==> src/include/wh_dma_params.svh <==
/*
  widths, channel count, burst length and queue depths of the wormhole to DMA bridge
*/
`ifndef WH_DMA_PARAMS_SVH
`define WH_DMA_PARAMS_SVH

// link flit and DMA data beat share one width
`define WH_FLIT_WIDTH 32
// DMA byte address
`define DMA_ADDR_WIDTH 28

`define NUM_DMA 4

// header flit fields
`define WH_CORD_WIDTH 8
`define WH_CID_WIDTH 2
`define WH_LEN_WIDTH 4

// data beats in every DMA transfer
`define BURST_LEN 4

// outstanding reads per channel
`define ROUTE_DEPTH 4
`define IN_FIFO_DEPTH 2

`endif

==> src/source/wh_dma_pkg.sv <==
/*
  flit, header flit, DMA packet and return route types
*/
`include "wh_dma_params.svh"

package wh_dma_pkg;

  typedef logic [`WH_FLIT_WIDTH-1:0] flit_t;

  typedef logic [$clog2(`NUM_DMA)-1:0] dma_id_t;

  // header layout with cid in the low bits
  typedef struct packed {
    logic [`WH_FLIT_WIDTH-2-`WH_LEN_WIDTH-2*`WH_CORD_WIDTH-`WH_CID_WIDTH:0] unused;
    logic write_not_read;
    logic [`WH_LEN_WIDTH-1:0] len;
    logic [`WH_CORD_WIDTH-1:0] src_cord;
    logic [`WH_CORD_WIDTH-1:0] dest_cord;
    logic [`WH_CID_WIDTH-1:0] cid;
  } header_flit_t;

  typedef struct packed {
    logic write_not_read;
    logic [`DMA_ADDR_WIDTH-1:0] addr;
  } dma_pkt_t;

  // where the fill of one read has to go back to
  typedef struct packed {
    logic [`WH_CID_WIDTH-1:0] cid;
    logic [`WH_CORD_WIDTH-1:0] cord;
  } route_t;

endpackage

==> src/source/route_queue.sv <==
/*
  per-channel queues of return routes, one small FIFO per channel
*/
`include "wh_dma_params.svh"

module route_queue
  import wh_dma_pkg::*;
(
  input  logic    clk_i,
  input  logic    reset_i,
  input  logic    push_v_i,
  input  dma_id_t push_id_i,
  input  route_t  push_route_i,
  output logic    push_ready_o,
  input  logic    pop_i,
  input  dma_id_t pop_id_i,
  output route_t  head_route_o
);

  logic [`NUM_DMA-1:0] fifo_v_in;
  logic [`NUM_DMA-1:0] fifo_ready;
  logic [`NUM_DMA-1:0] fifo_pop;
  route_t fifo_head [`NUM_DMA];

  for (genvar i = 0; i < `NUM_DMA; i++) begin : g_chan
    // steer push and pop to the addressed channel only
    assign fifo_v_in[i] = push_v_i & (push_id_i == dma_id_t'(i));
    assign fifo_pop[i] = pop_i & (pop_id_i == dma_id_t'(i));

    small_fifo #(
      .elem_t(route_t),
      .DEPTH (`ROUTE_DEPTH)
    ) route_fifo (
      .clk_i  (clk_i),
      .reset_i(reset_i),
      .v_i    (fifo_v_in[i]),
      .data_i (push_route_i),
      .ready_o(fifo_ready[i]),
      .v_o    (),
      .data_o (fifo_head[i]),
      .ready_i(fifo_pop[i])
    );
  end

  assign push_ready_o = fifo_ready[push_id_i];
  // head of the channel currently being returned
  assign head_route_o = fifo_head[pop_id_i];

endmodule

==> src/source/rr_arbiter.sv <==
/*
  round-robin arbiter over the channel fill requests
*/
`include "wh_dma_params.svh"

module rr_arbiter
  import wh_dma_pkg::*;
(
  input  logic               clk_i,
  input  logic               reset_i,
  input  logic [`NUM_DMA-1:0] reqs_i,
  input  logic               accept_i,
  output logic               v_o,
  output dma_id_t            grant_id_o
);

  dma_id_t last_r;
  dma_id_t idx;
  logic found;

  assign v_o = |reqs_i;

  // search starts just after the last granted channel
  always_comb begin
    grant_id_o = last_r;
    found = 1'b0;
    idx = last_r;
    for (int i = 1; i <= `NUM_DMA; i++) begin
      idx = dma_id_t'((int'(last_r) + i) % `NUM_DMA);
      if (!found && reqs_i[idx]) begin
        grant_id_o = idx;
        found = 1'b1;
      end
    end
  end

  // channel 0 gets first pick after reset
  always_ff @(posedge clk_i) begin
    if (reset_i) begin
      last_r <= dma_id_t'(`NUM_DMA-1);
    end else if (accept_i & v_o) begin
      last_r <= grant_id_o;
    end
  end

endmodule

==> src/source/small_fifo.sv <==
/*
  small valid/ready FIFO, circular buffer with a count register
*/
`include "wh_dma_params.svh"

module small_fifo
  import wh_dma_pkg::*;
#(
  parameter type elem_t = flit_t,
  parameter int DEPTH = `IN_FIFO_DEPTH
) (
  input  logic  clk_i,
  input  logic  reset_i,
  input  logic  v_i,
  input  elem_t data_i,
  output logic  ready_o,
  output logic  v_o,
  output elem_t data_o,
  input  logic  ready_i
);

  localparam int PTR_W = (DEPTH > 1) ? $clog2(DEPTH) : 1;

  elem_t mem_r [DEPTH];
  logic [PTR_W-1:0] wr_ptr_r, rd_ptr_r;
  logic [PTR_W:0] count_r;
  logic push, pop;

  assign ready_o = (count_r != (PTR_W+1)'(DEPTH));
  assign v_o = (count_r != '0);
  assign data_o = mem_r[rd_ptr_r];
  assign push = v_i & ready_o;
  assign pop = v_o & ready_i;

  always_ff @(posedge clk_i) begin
    if (reset_i) begin
      wr_ptr_r <= '0;
      rd_ptr_r <= '0;
      count_r <= '0;
    end else begin
      if (push) begin
        wr_ptr_r <= (wr_ptr_r == PTR_W'(DEPTH-1)) ? '0 : wr_ptr_r + 1'b1;
      end
      if (pop) begin
        rd_ptr_r <= (rd_ptr_r == PTR_W'(DEPTH-1)) ? '0 : rd_ptr_r + 1'b1;
      end
      // count moves only when exactly one side transfers
      if (push & ~pop) begin
        count_r <= count_r + 1'b1;
      end else if (pop & ~push) begin
        count_r <= count_r - 1'b1;
      end
    end
  end

  always_ff @(posedge clk_i) begin
    if (push) begin
      mem_r[wr_ptr_r] <= data_i;
    end
  end

endmodule

==> src/source/wh_dma_ctrl.sv <==
/*
  send and return FSMs of the bridge, with their beat counters
*/
`include "wh_dma_params.svh"

module wh_dma_ctrl
  import wh_dma_pkg::*;
(
  input  logic                     clk_i,
  input  logic                     reset_i,
  input  logic                     head_v_i,
  input  flit_t                    head_flit_i,
  output logic                     head_pop_o,
  input  dma_id_t                  wh_dma_id_i,
  output logic [`NUM_DMA-1:0]      dma_pkt_v_o,
  output dma_pkt_t [`NUM_DMA-1:0]  dma_pkt_o,
  input  logic [`NUM_DMA-1:0]      dma_pkt_ready_i,
  output logic [`NUM_DMA-1:0]      dma_wdata_v_o,
  output flit_t [`NUM_DMA-1:0]     dma_wdata_o,
  input  logic [`NUM_DMA-1:0]      dma_wdata_ready_i,
  input  logic [`NUM_DMA-1:0]      dma_rdata_v_i,
  input  flit_t [`NUM_DMA-1:0]     dma_rdata_i,
  output logic [`NUM_DMA-1:0]      dma_rdata_ready_o,
  output logic                     route_push_v_o,
  output dma_id_t                  route_push_id_o,
  output route_t                   route_o,
  input  logic                     route_push_ready_i,
  output logic                     route_pop_o,
  output dma_id_t                  route_pop_id_o,
  input  route_t                   route_head_i,
  input  logic                     arb_v_i,
  input  dma_id_t                  arb_grant_i,
  output logic                     arb_accept_o,
  output logic                     link_out_v_o,
  output flit_t                    link_out_data_o,
  input  logic                     link_out_ready_i
);

  localparam int CNT_W = ($clog2(`BURST_LEN) > 0) ? $clog2(`BURST_LEN) : 1;

  typedef enum logic [1:0] {SEND_IDLE, SEND_PKT, SEND_EVICT} send_state_e;
  typedef enum logic [1:0] {RET_IDLE, RET_HEADER, RET_FILL} ret_state_e;

  send_state_e send_state_r, send_state_n;
  ret_state_e ret_state_r, ret_state_n;
  logic wnr_r;
  route_t route_r;
  dma_id_t send_id_r;
  dma_id_t ret_id_r;
  logic [CNT_W-1:0] send_cnt_r, ret_cnt_r;
  logic send_beat, ret_beat;
  logic send_last, ret_last;
  header_flit_t hdr_in, hdr_out;
  dma_pkt_t pkt;

  assign hdr_in = header_flit_t'(head_flit_i);
  assign send_last = (send_cnt_r == CNT_W'(`BURST_LEN-1));
  assign ret_last = (ret_cnt_r == CNT_W'(`BURST_LEN-1));

  // packet and eviction data go to every channel and only the chosen one sees valid
  assign pkt.write_not_read = wnr_r;
  assign pkt.addr = head_flit_i[`DMA_ADDR_WIDTH-1:0];
  assign dma_pkt_o = {`NUM_DMA{pkt}};
  assign dma_wdata_o = {`NUM_DMA{head_flit_i}};

  assign route_push_id_o = send_id_r;
  assign route_o = route_r;
  assign route_pop_id_o = ret_id_r;

  always_comb begin
    send_state_n = send_state_r;
    head_pop_o = 1'b0;
    dma_pkt_v_o = '0;
    dma_wdata_v_o = '0;
    route_push_v_o = 1'b0;
    send_beat = 1'b0;
    unique case (send_state_r)
      SEND_IDLE: begin
        if (head_v_i) begin
          head_pop_o = 1'b1;
          send_state_n = SEND_PKT;
        end
      end
      SEND_PKT: begin
        // a read waits here until its channel has room for the route
        dma_pkt_v_o[send_id_r] = head_v_i & (wnr_r | route_push_ready_i);
        if (dma_pkt_v_o[send_id_r] & dma_pkt_ready_i[send_id_r]) begin
          head_pop_o = 1'b1;
          route_push_v_o = ~wnr_r;
          send_state_n = wnr_r ? SEND_EVICT : SEND_IDLE;
        end
      end
      SEND_EVICT: begin
        dma_wdata_v_o[send_id_r] = head_v_i;
        if (head_v_i & dma_wdata_ready_i[send_id_r]) begin
          head_pop_o = 1'b1;
          send_beat = 1'b1;
          if (send_last) begin
            send_state_n = SEND_IDLE;
          end
        end
      end
      default: begin
        send_state_n = SEND_IDLE;
      end
    endcase
  end

  always_ff @(posedge clk_i) begin
    if (reset_i) begin
      send_state_r <= SEND_IDLE;
      send_cnt_r <= '0;
    end else begin
      send_state_r <= send_state_n;
      if (send_beat) begin
        send_cnt_r <= send_last ? '0 : send_cnt_r + 1'b1;
      end
    end
  end

  // header fields are captured as the header leaves the buffer
  always_ff @(posedge clk_i) begin
    if (send_state_r == SEND_IDLE && head_v_i) begin
      wnr_r <= hdr_in.write_not_read;
      route_r.cid <= hdr_in.cid;
      route_r.cord <= hdr_in.src_cord;
      send_id_r <= wh_dma_id_i;
    end
  end

  // return header carries no source coordinate since the bridge has none
  assign hdr_out.unused = '0;
  assign hdr_out.write_not_read = 1'b0;
  assign hdr_out.len = `WH_LEN_WIDTH'(`BURST_LEN);
  assign hdr_out.src_cord = '0;
  assign hdr_out.dest_cord = route_head_i.cord;
  assign hdr_out.cid = route_head_i.cid;

  always_comb begin
    ret_state_n = ret_state_r;
    arb_accept_o = 1'b0;
    link_out_v_o = 1'b0;
    link_out_data_o = flit_t'(hdr_out);
    dma_rdata_ready_o = '0;
    route_pop_o = 1'b0;
    ret_beat = 1'b0;
    unique case (ret_state_r)
      RET_IDLE: begin
        if (arb_v_i) begin
          arb_accept_o = 1'b1;
          ret_state_n = RET_HEADER;
        end
      end
      RET_HEADER: begin
        link_out_v_o = 1'b1;
        if (link_out_ready_i) begin
          ret_state_n = RET_FILL;
        end
      end
      RET_FILL: begin
        link_out_v_o = dma_rdata_v_i[ret_id_r];
        link_out_data_o = dma_rdata_i[ret_id_r];
        dma_rdata_ready_o[ret_id_r] = link_out_ready_i;
        if (dma_rdata_v_i[ret_id_r] & link_out_ready_i) begin
          ret_beat = 1'b1;
          // route is done with after the last fill beat
          if (ret_last) begin
            route_pop_o = 1'b1;
            ret_state_n = RET_IDLE;
          end
        end
      end
      default: begin
        ret_state_n = RET_IDLE;
      end
    endcase
  end

  always_ff @(posedge clk_i) begin
    if (reset_i) begin
      ret_state_r <= RET_IDLE;
      ret_cnt_r <= '0;
    end else begin
      ret_state_r <= ret_state_n;
      if (ret_beat) begin
        ret_cnt_r <= ret_last ? '0 : ret_cnt_r + 1'b1;
      end
    end
  end

  always_ff @(posedge clk_i) begin
    if (arb_accept_o) begin
      ret_id_r <= arb_grant_i;
    end
  end

endmodule

==> src/source/wh_dma_fanout.sv <==
/*
  top level of the wormhole link to DMA channel bridge
*/
`include "wh_dma_params.svh"

module wh_dma_fanout
  import wh_dma_pkg::*;
(
  input  logic                     clk_i,
  input  logic                     reset_i,
  // inbound link
  input  logic                     link_in_v_i,
  input  flit_t                    link_in_data_i,
  output logic                     link_in_ready_o,
  input  dma_id_t                  wh_dma_id_i,
  // outbound link
  output logic                     link_out_v_o,
  output flit_t                    link_out_data_o,
  input  logic                     link_out_ready_i,
  // DMA channels
  output logic [`NUM_DMA-1:0]      dma_pkt_v_o,
  output dma_pkt_t [`NUM_DMA-1:0]  dma_pkt_o,
  input  logic [`NUM_DMA-1:0]      dma_pkt_ready_i,
  output logic [`NUM_DMA-1:0]      dma_wdata_v_o,
  output flit_t [`NUM_DMA-1:0]     dma_wdata_o,
  input  logic [`NUM_DMA-1:0]      dma_wdata_ready_i,
  input  logic [`NUM_DMA-1:0]      dma_rdata_v_i,
  input  flit_t [`NUM_DMA-1:0]     dma_rdata_i,
  output logic [`NUM_DMA-1:0]      dma_rdata_ready_o
);

  logic head_v;
  flit_t head_flit;
  logic head_pop;
  logic route_push_v;
  dma_id_t route_push_id;
  route_t route;
  logic route_push_ready;
  logic route_pop;
  dma_id_t route_pop_id;
  route_t route_head;
  logic arb_v;
  dma_id_t arb_grant;
  logic arb_accept;

  small_fifo #(
    .elem_t(flit_t),
    .DEPTH (`IN_FIFO_DEPTH)
  ) in_fifo (
    .clk_i  (clk_i),
    .reset_i(reset_i),
    .v_i    (link_in_v_i),
    .data_i (link_in_data_i),
    .ready_o(link_in_ready_o),
    .v_o    (head_v),
    .data_o (head_flit),
    .ready_i(head_pop)
  );

  wh_dma_ctrl ctrl (
    .clk_i             (clk_i),
    .reset_i           (reset_i),
    .head_v_i          (head_v),
    .head_flit_i       (head_flit),
    .head_pop_o        (head_pop),
    .wh_dma_id_i       (wh_dma_id_i),
    .dma_pkt_v_o       (dma_pkt_v_o),
    .dma_pkt_o         (dma_pkt_o),
    .dma_pkt_ready_i   (dma_pkt_ready_i),
    .dma_wdata_v_o     (dma_wdata_v_o),
    .dma_wdata_o       (dma_wdata_o),
    .dma_wdata_ready_i (dma_wdata_ready_i),
    .dma_rdata_v_i     (dma_rdata_v_i),
    .dma_rdata_i       (dma_rdata_i),
    .dma_rdata_ready_o (dma_rdata_ready_o),
    .route_push_v_o    (route_push_v),
    .route_push_id_o   (route_push_id),
    .route_o           (route),
    .route_push_ready_i(route_push_ready),
    .route_pop_o       (route_pop),
    .route_pop_id_o    (route_pop_id),
    .route_head_i      (route_head),
    .arb_v_i           (arb_v),
    .arb_grant_i       (arb_grant),
    .arb_accept_o      (arb_accept),
    .link_out_v_o      (link_out_v_o),
    .link_out_data_o   (link_out_data_o),
    .link_out_ready_i  (link_out_ready_i)
  );

  route_queue route_q (
    .clk_i       (clk_i),
    .reset_i     (reset_i),
    .push_v_i    (route_push_v),
    .push_id_i   (route_push_id),
    .push_route_i(route),
    .push_ready_o(route_push_ready),
    .pop_i       (route_pop),
    .pop_id_i    (route_pop_id),
    .head_route_o(route_head)
  );

  rr_arbiter arb (
    .clk_i     (clk_i),
    .reset_i   (reset_i),
    .reqs_i    (dma_rdata_v_i),
    .accept_i  (arb_accept),
    .v_o       (arb_v),
    .grant_id_o(arb_grant)
  );

endmodule

==> config.mk <==
export PLATFORM = sky130hd
export DESIGN_NAME = wh_dma_fanout
export DESIGN_NICKNAME = d
export VERILOG_FILES = /design/src/source/wh_dma_pkg.sv /design/src/source/route_queue.sv /design/src/source/rr_arbiter.sv /design/src/source/small_fifo.sv /design/src/source/wh_dma_ctrl.sv /design/src/source/wh_dma_fanout.sv
export VERILOG_INCLUDE_DIRS = /design/src /design/src/include
export SDC_FILE = /design/constraint.sdc
export NUM_CORES = 1
export LEC_CHECK = 0
export ABC_AREA = 1
export BUFFER_PORTS_ARGS = -buffer_cell sky130_fd_sc_hd__buf_2
export CAP_MARGIN = 20
export CORE_AREA = 2 2 181 183
export DETAILED_ROUTE_END_ITERATION = 6
export DIE_AREA = 0 0 183 185
export GPL_ROUTABILITY_DRIVEN = 0
export GPL_TIMING_DRIVEN = 0
export PLACE_DENSITY_LB_ADDON = 0.3
export SKIP_CTS_REPAIR_TIMING = 1
export SYNTH_ARGS = -nofsm -noshare
export SYNTH_HDL_FRONTEND = slang
export SYNTH_HIERARCHICAL = 1
export SYNTH_SLANG_ARGS = --single-unit
==> constraint.sdc <==
create_clock -name clk_i -period 4.5 [get_ports clk_i]
set_input_delay 0.225 -clock clk_i [delete_from_list [all_inputs] [get_ports clk_i]]
set_output_delay 0.225 -clock clk_i [all_outputs]
set_load 0.01 [all_outputs]
==> metrics.csv <==
metric;value;unit
result of the run;finished clean;
final hold violation count;0;
top post-synthesis cells by area;edfxtp_1, buf_4, dfxtp_1, nand2_1, nor2_1;
Synth Register Bits;290;
most used cell, CP;nand2_1;
worst-path fanout max;12;
share of post-route cells with drive strength above 1;43.8;%
CTS tree;done;
Initial Util;47.9;%
detailed-route DRC error count;0;
pin count of the biggest net entering global routing;30;
Final Cycle Share;78.0;%
area of the multi-input gates;4630;um2
crit start category;register;
Hold WC Path Type;input pin to register;
synth-to-layout area growth;27.3;%
EDFF count, synth;239;
TritonCTS Sinks;290;
first-pass GRT wire length;62700;um
vias per cell;4.96;
Fin Setup TNS;0;ps
layout net count;2262;
IO buf count;467;
final setup fails;0;
iteration-0 DRC count of the detailed router;918;
CP max-delay cell;nor3_1;
Synth async-reset ratio;0;%
gr usage total;24.1;%
Yosys top cell area share;46.8;%
clk_lat worst skew;550;ps
Syn. warnings;6;
FF+latch area;8200;um2
Max-cap violations;0;
critical path, cell by cell;inv_2 > nand2_1 > nand2_1 > nand2_1 > nand2_1 > nor2_1 > nor2_1 > nand3_1 > nor2_1 > inv_1 > nor3_1 > nand2_4 > inv_1 > ha_1 > inv_1 > fa_1 > nand2_1 > nand3_1 > nand2_1 > inv_1 > nor2_1;
io pins;468;
post-route cell area;19500;um2
detailed-route via count;12315;
crit end category;register;
CP max stage delay;680;ps
Worst EP arrival;4000;ps
Cell variety after synth;37;
core footprint;32000;um2
Die Wd;183;um
initial antenna violation count;6;
vias in the first global route;11489;
Setup CP Type;register to register;
GRT overflow;0;
Die ar.;33900;um2
critical path required time;4990;ps
row count;66;
remaining antenna violation count;0;
fin crit period;3510;ps
syn nets;1728;
Slew @ Worst Pin;1100;ps
Slew Limit Fails;0;
Initial DRT Pass Iterations;5;
post-place instance area;18300;um2
PwrDens;562;nW/um2
peak supply drop;0.000454;V
Die H;185;um
final WL;43400;um
cts bufs inserted;28;
worst clock skew;21.2;ps
DPL Wire Length;31500;um
Avg Synthesized Cell Area;10.1;um2
Root Driver;clkbuf_16;
Fill cells;2632;
Max Buffers Root-to-Sink;3;
Post-synth top flop;edfxtp_1;
Slew HR;26.5;%
Fmax;285;MHz
WL/cell;17.5;um
leakage;8.89;nW
htree depth;1;
post-synthesis sequential area ratio;53.4;%
RSZ-0062 raised after global routing;false;
CTS clk-pin slew, worst paths;60;ps
Mapped Area;15400;um2
cells after synthesis;1515;
Synth area leader;edfxtp_1;
cell families (layout without fill, tap and decap cells):
kind of cell / after synthesis / in the layout / share of synthesized area [%]
DFF: 290 / 290 / 53.4
adders and majority gates: 35 / 35 / 3.05
and+or+nand+nor: 522 / 522 / 14.5
muxes: 32 / 32 / 3.08
xor gates and xnor gates: 5 / 5 / 0.285
buffers and inverters: 395 / 951 / 16.6
AOI/OAI and AO/OA: 236 / 236 / 9.13
other: 0 / 3 / 0
placed cells by master (no fill, tap or decap), drive strengths merged, types with 46 or more instances in the layout:
master,n
inv,104
clkbuf,46
a22oi,49
dfxtp,51
nor2,194
buf,751
edfxtp,239
a21oi,47
o21ai,89
nand2,281
critical path: cells and delay by family (launching register included):
family / cells / cell delay, ps
flops: 1 / 580
buf+inv: 5 / 450
simple gates: 14 / 1870
fa+ha+maj: 2 / 560
worst paths after layout:
check / from / to / slack [ps] / cells after the start
worst max-delay path: ctrl/route_push_id_o[0] / route_q/g_chan[2].route_fifo/count_r[2] / 990 / 21
worst max register to register: ctrl/route_push_id_o[0] / route_q/g_chan[2].route_fifo/count_r[2] / 990 / 21
worst min-delay path: reset_i / route_q/g_chan[3].route_fifo/count_r[0] / 90 / 2
worst min register to register: ctrl/send_cnt_r[1] / ctrl/send_cnt_r[1] / 490 / 2
synth_stat cells (3+ instances only):
cell type and n:
buf_12 3, buf_4 248, mux2_4 30, nand2_1 236, a22oi_1 49, inv_1 95
clkbuf_1 3, dfxtp_1 51, nand4_1 8, nand3b_1 10, xor2_1 5, a41oi_1 5
buf_6 4, nor2_2 9, fa_1 4, ha_1 31, nand2_4 5, o22ai_1 41
a21oi_1 45, nor3_1 7, buf_2 26, nand3_1 19, inv_2 7, a31oi_1 3
nor2_1 185, clkbuf_2 8, o21ai_0 88, edfxtp_1 239, nand2_2 40
stage by stage:
step	hold slack (ps)	total power [mW]	cells	util, %	setup slack, ps
floorplan	294	6.86	1515	-	1770
global placement	407	8.55	2390	56.8	1060
detailed placement	403	8.65	2392	57.0	959
CTS	-153	11.0	2444	59.9	919
global route	115	11.6	2482	61.0	614
finish	91.1	11.0	2482	61.0	991
state kept, by name, indices dropped and copies added, names as in the netlist, named ones only:
signal	flops
ctrl/send_cnt_r	2
in_fifo/count_r	2
ctrl/wnr_r	1
in_fifo/mem_r	64
ctrl/ret_state_r	2
in_fifo/rd_ptr_r	1
route_q/g_chan.route_fifo/count_r	12
in_fifo/wr_ptr_r	1
ctrl/ret_cnt_r	2
arb/last_r	2
ctrl/send_state_r	2
route_q/g_chan.route_fifo/rd_ptr_r	8
route_q/g_chan.route_fifo/mem_r	160
ctrl/route_pop_id_o	2
ctrl/route_o	10
ctrl/route_push_id_o	2
route_q/g_chan.route_fifo/wr_ptr_r	8
metal layers:
metal	global-route usage, %	vias up	share of wire [%]
li1	-	5971	-
met1	27.8	5751	38
met2	45.0	523	52
met3	3.72	66	6.6
met4	9.25	4	3.6
met5	0	-	0.051
cell type report:
cell class                      count  area share, %
Multi-Input combinational cell    830           23.7
Clock inverter                     17          0.807
Timing Repair Buffer              504           14.0
Inverter                          103           2.02
Sequential cell                   290           42.0
Buffer                            292           11.0
Antenna cell                        3         0.0384
Clock buffer                       35           3.93
Tap cell                          408           2.61
power breakdown:
| part | total (mW) | switching, mW | internal, mW |
|---|---|---|---|
| logic | 4.99 | 2.66 | 2.33 |
| registers | 3.67 | 0.330 | 3.34 |
| clock network | 2.32 | 0.992 | 1.33 |
| total | 11.0 | 3.98 | 7.00 |
(Power assumes the default switching activity.)
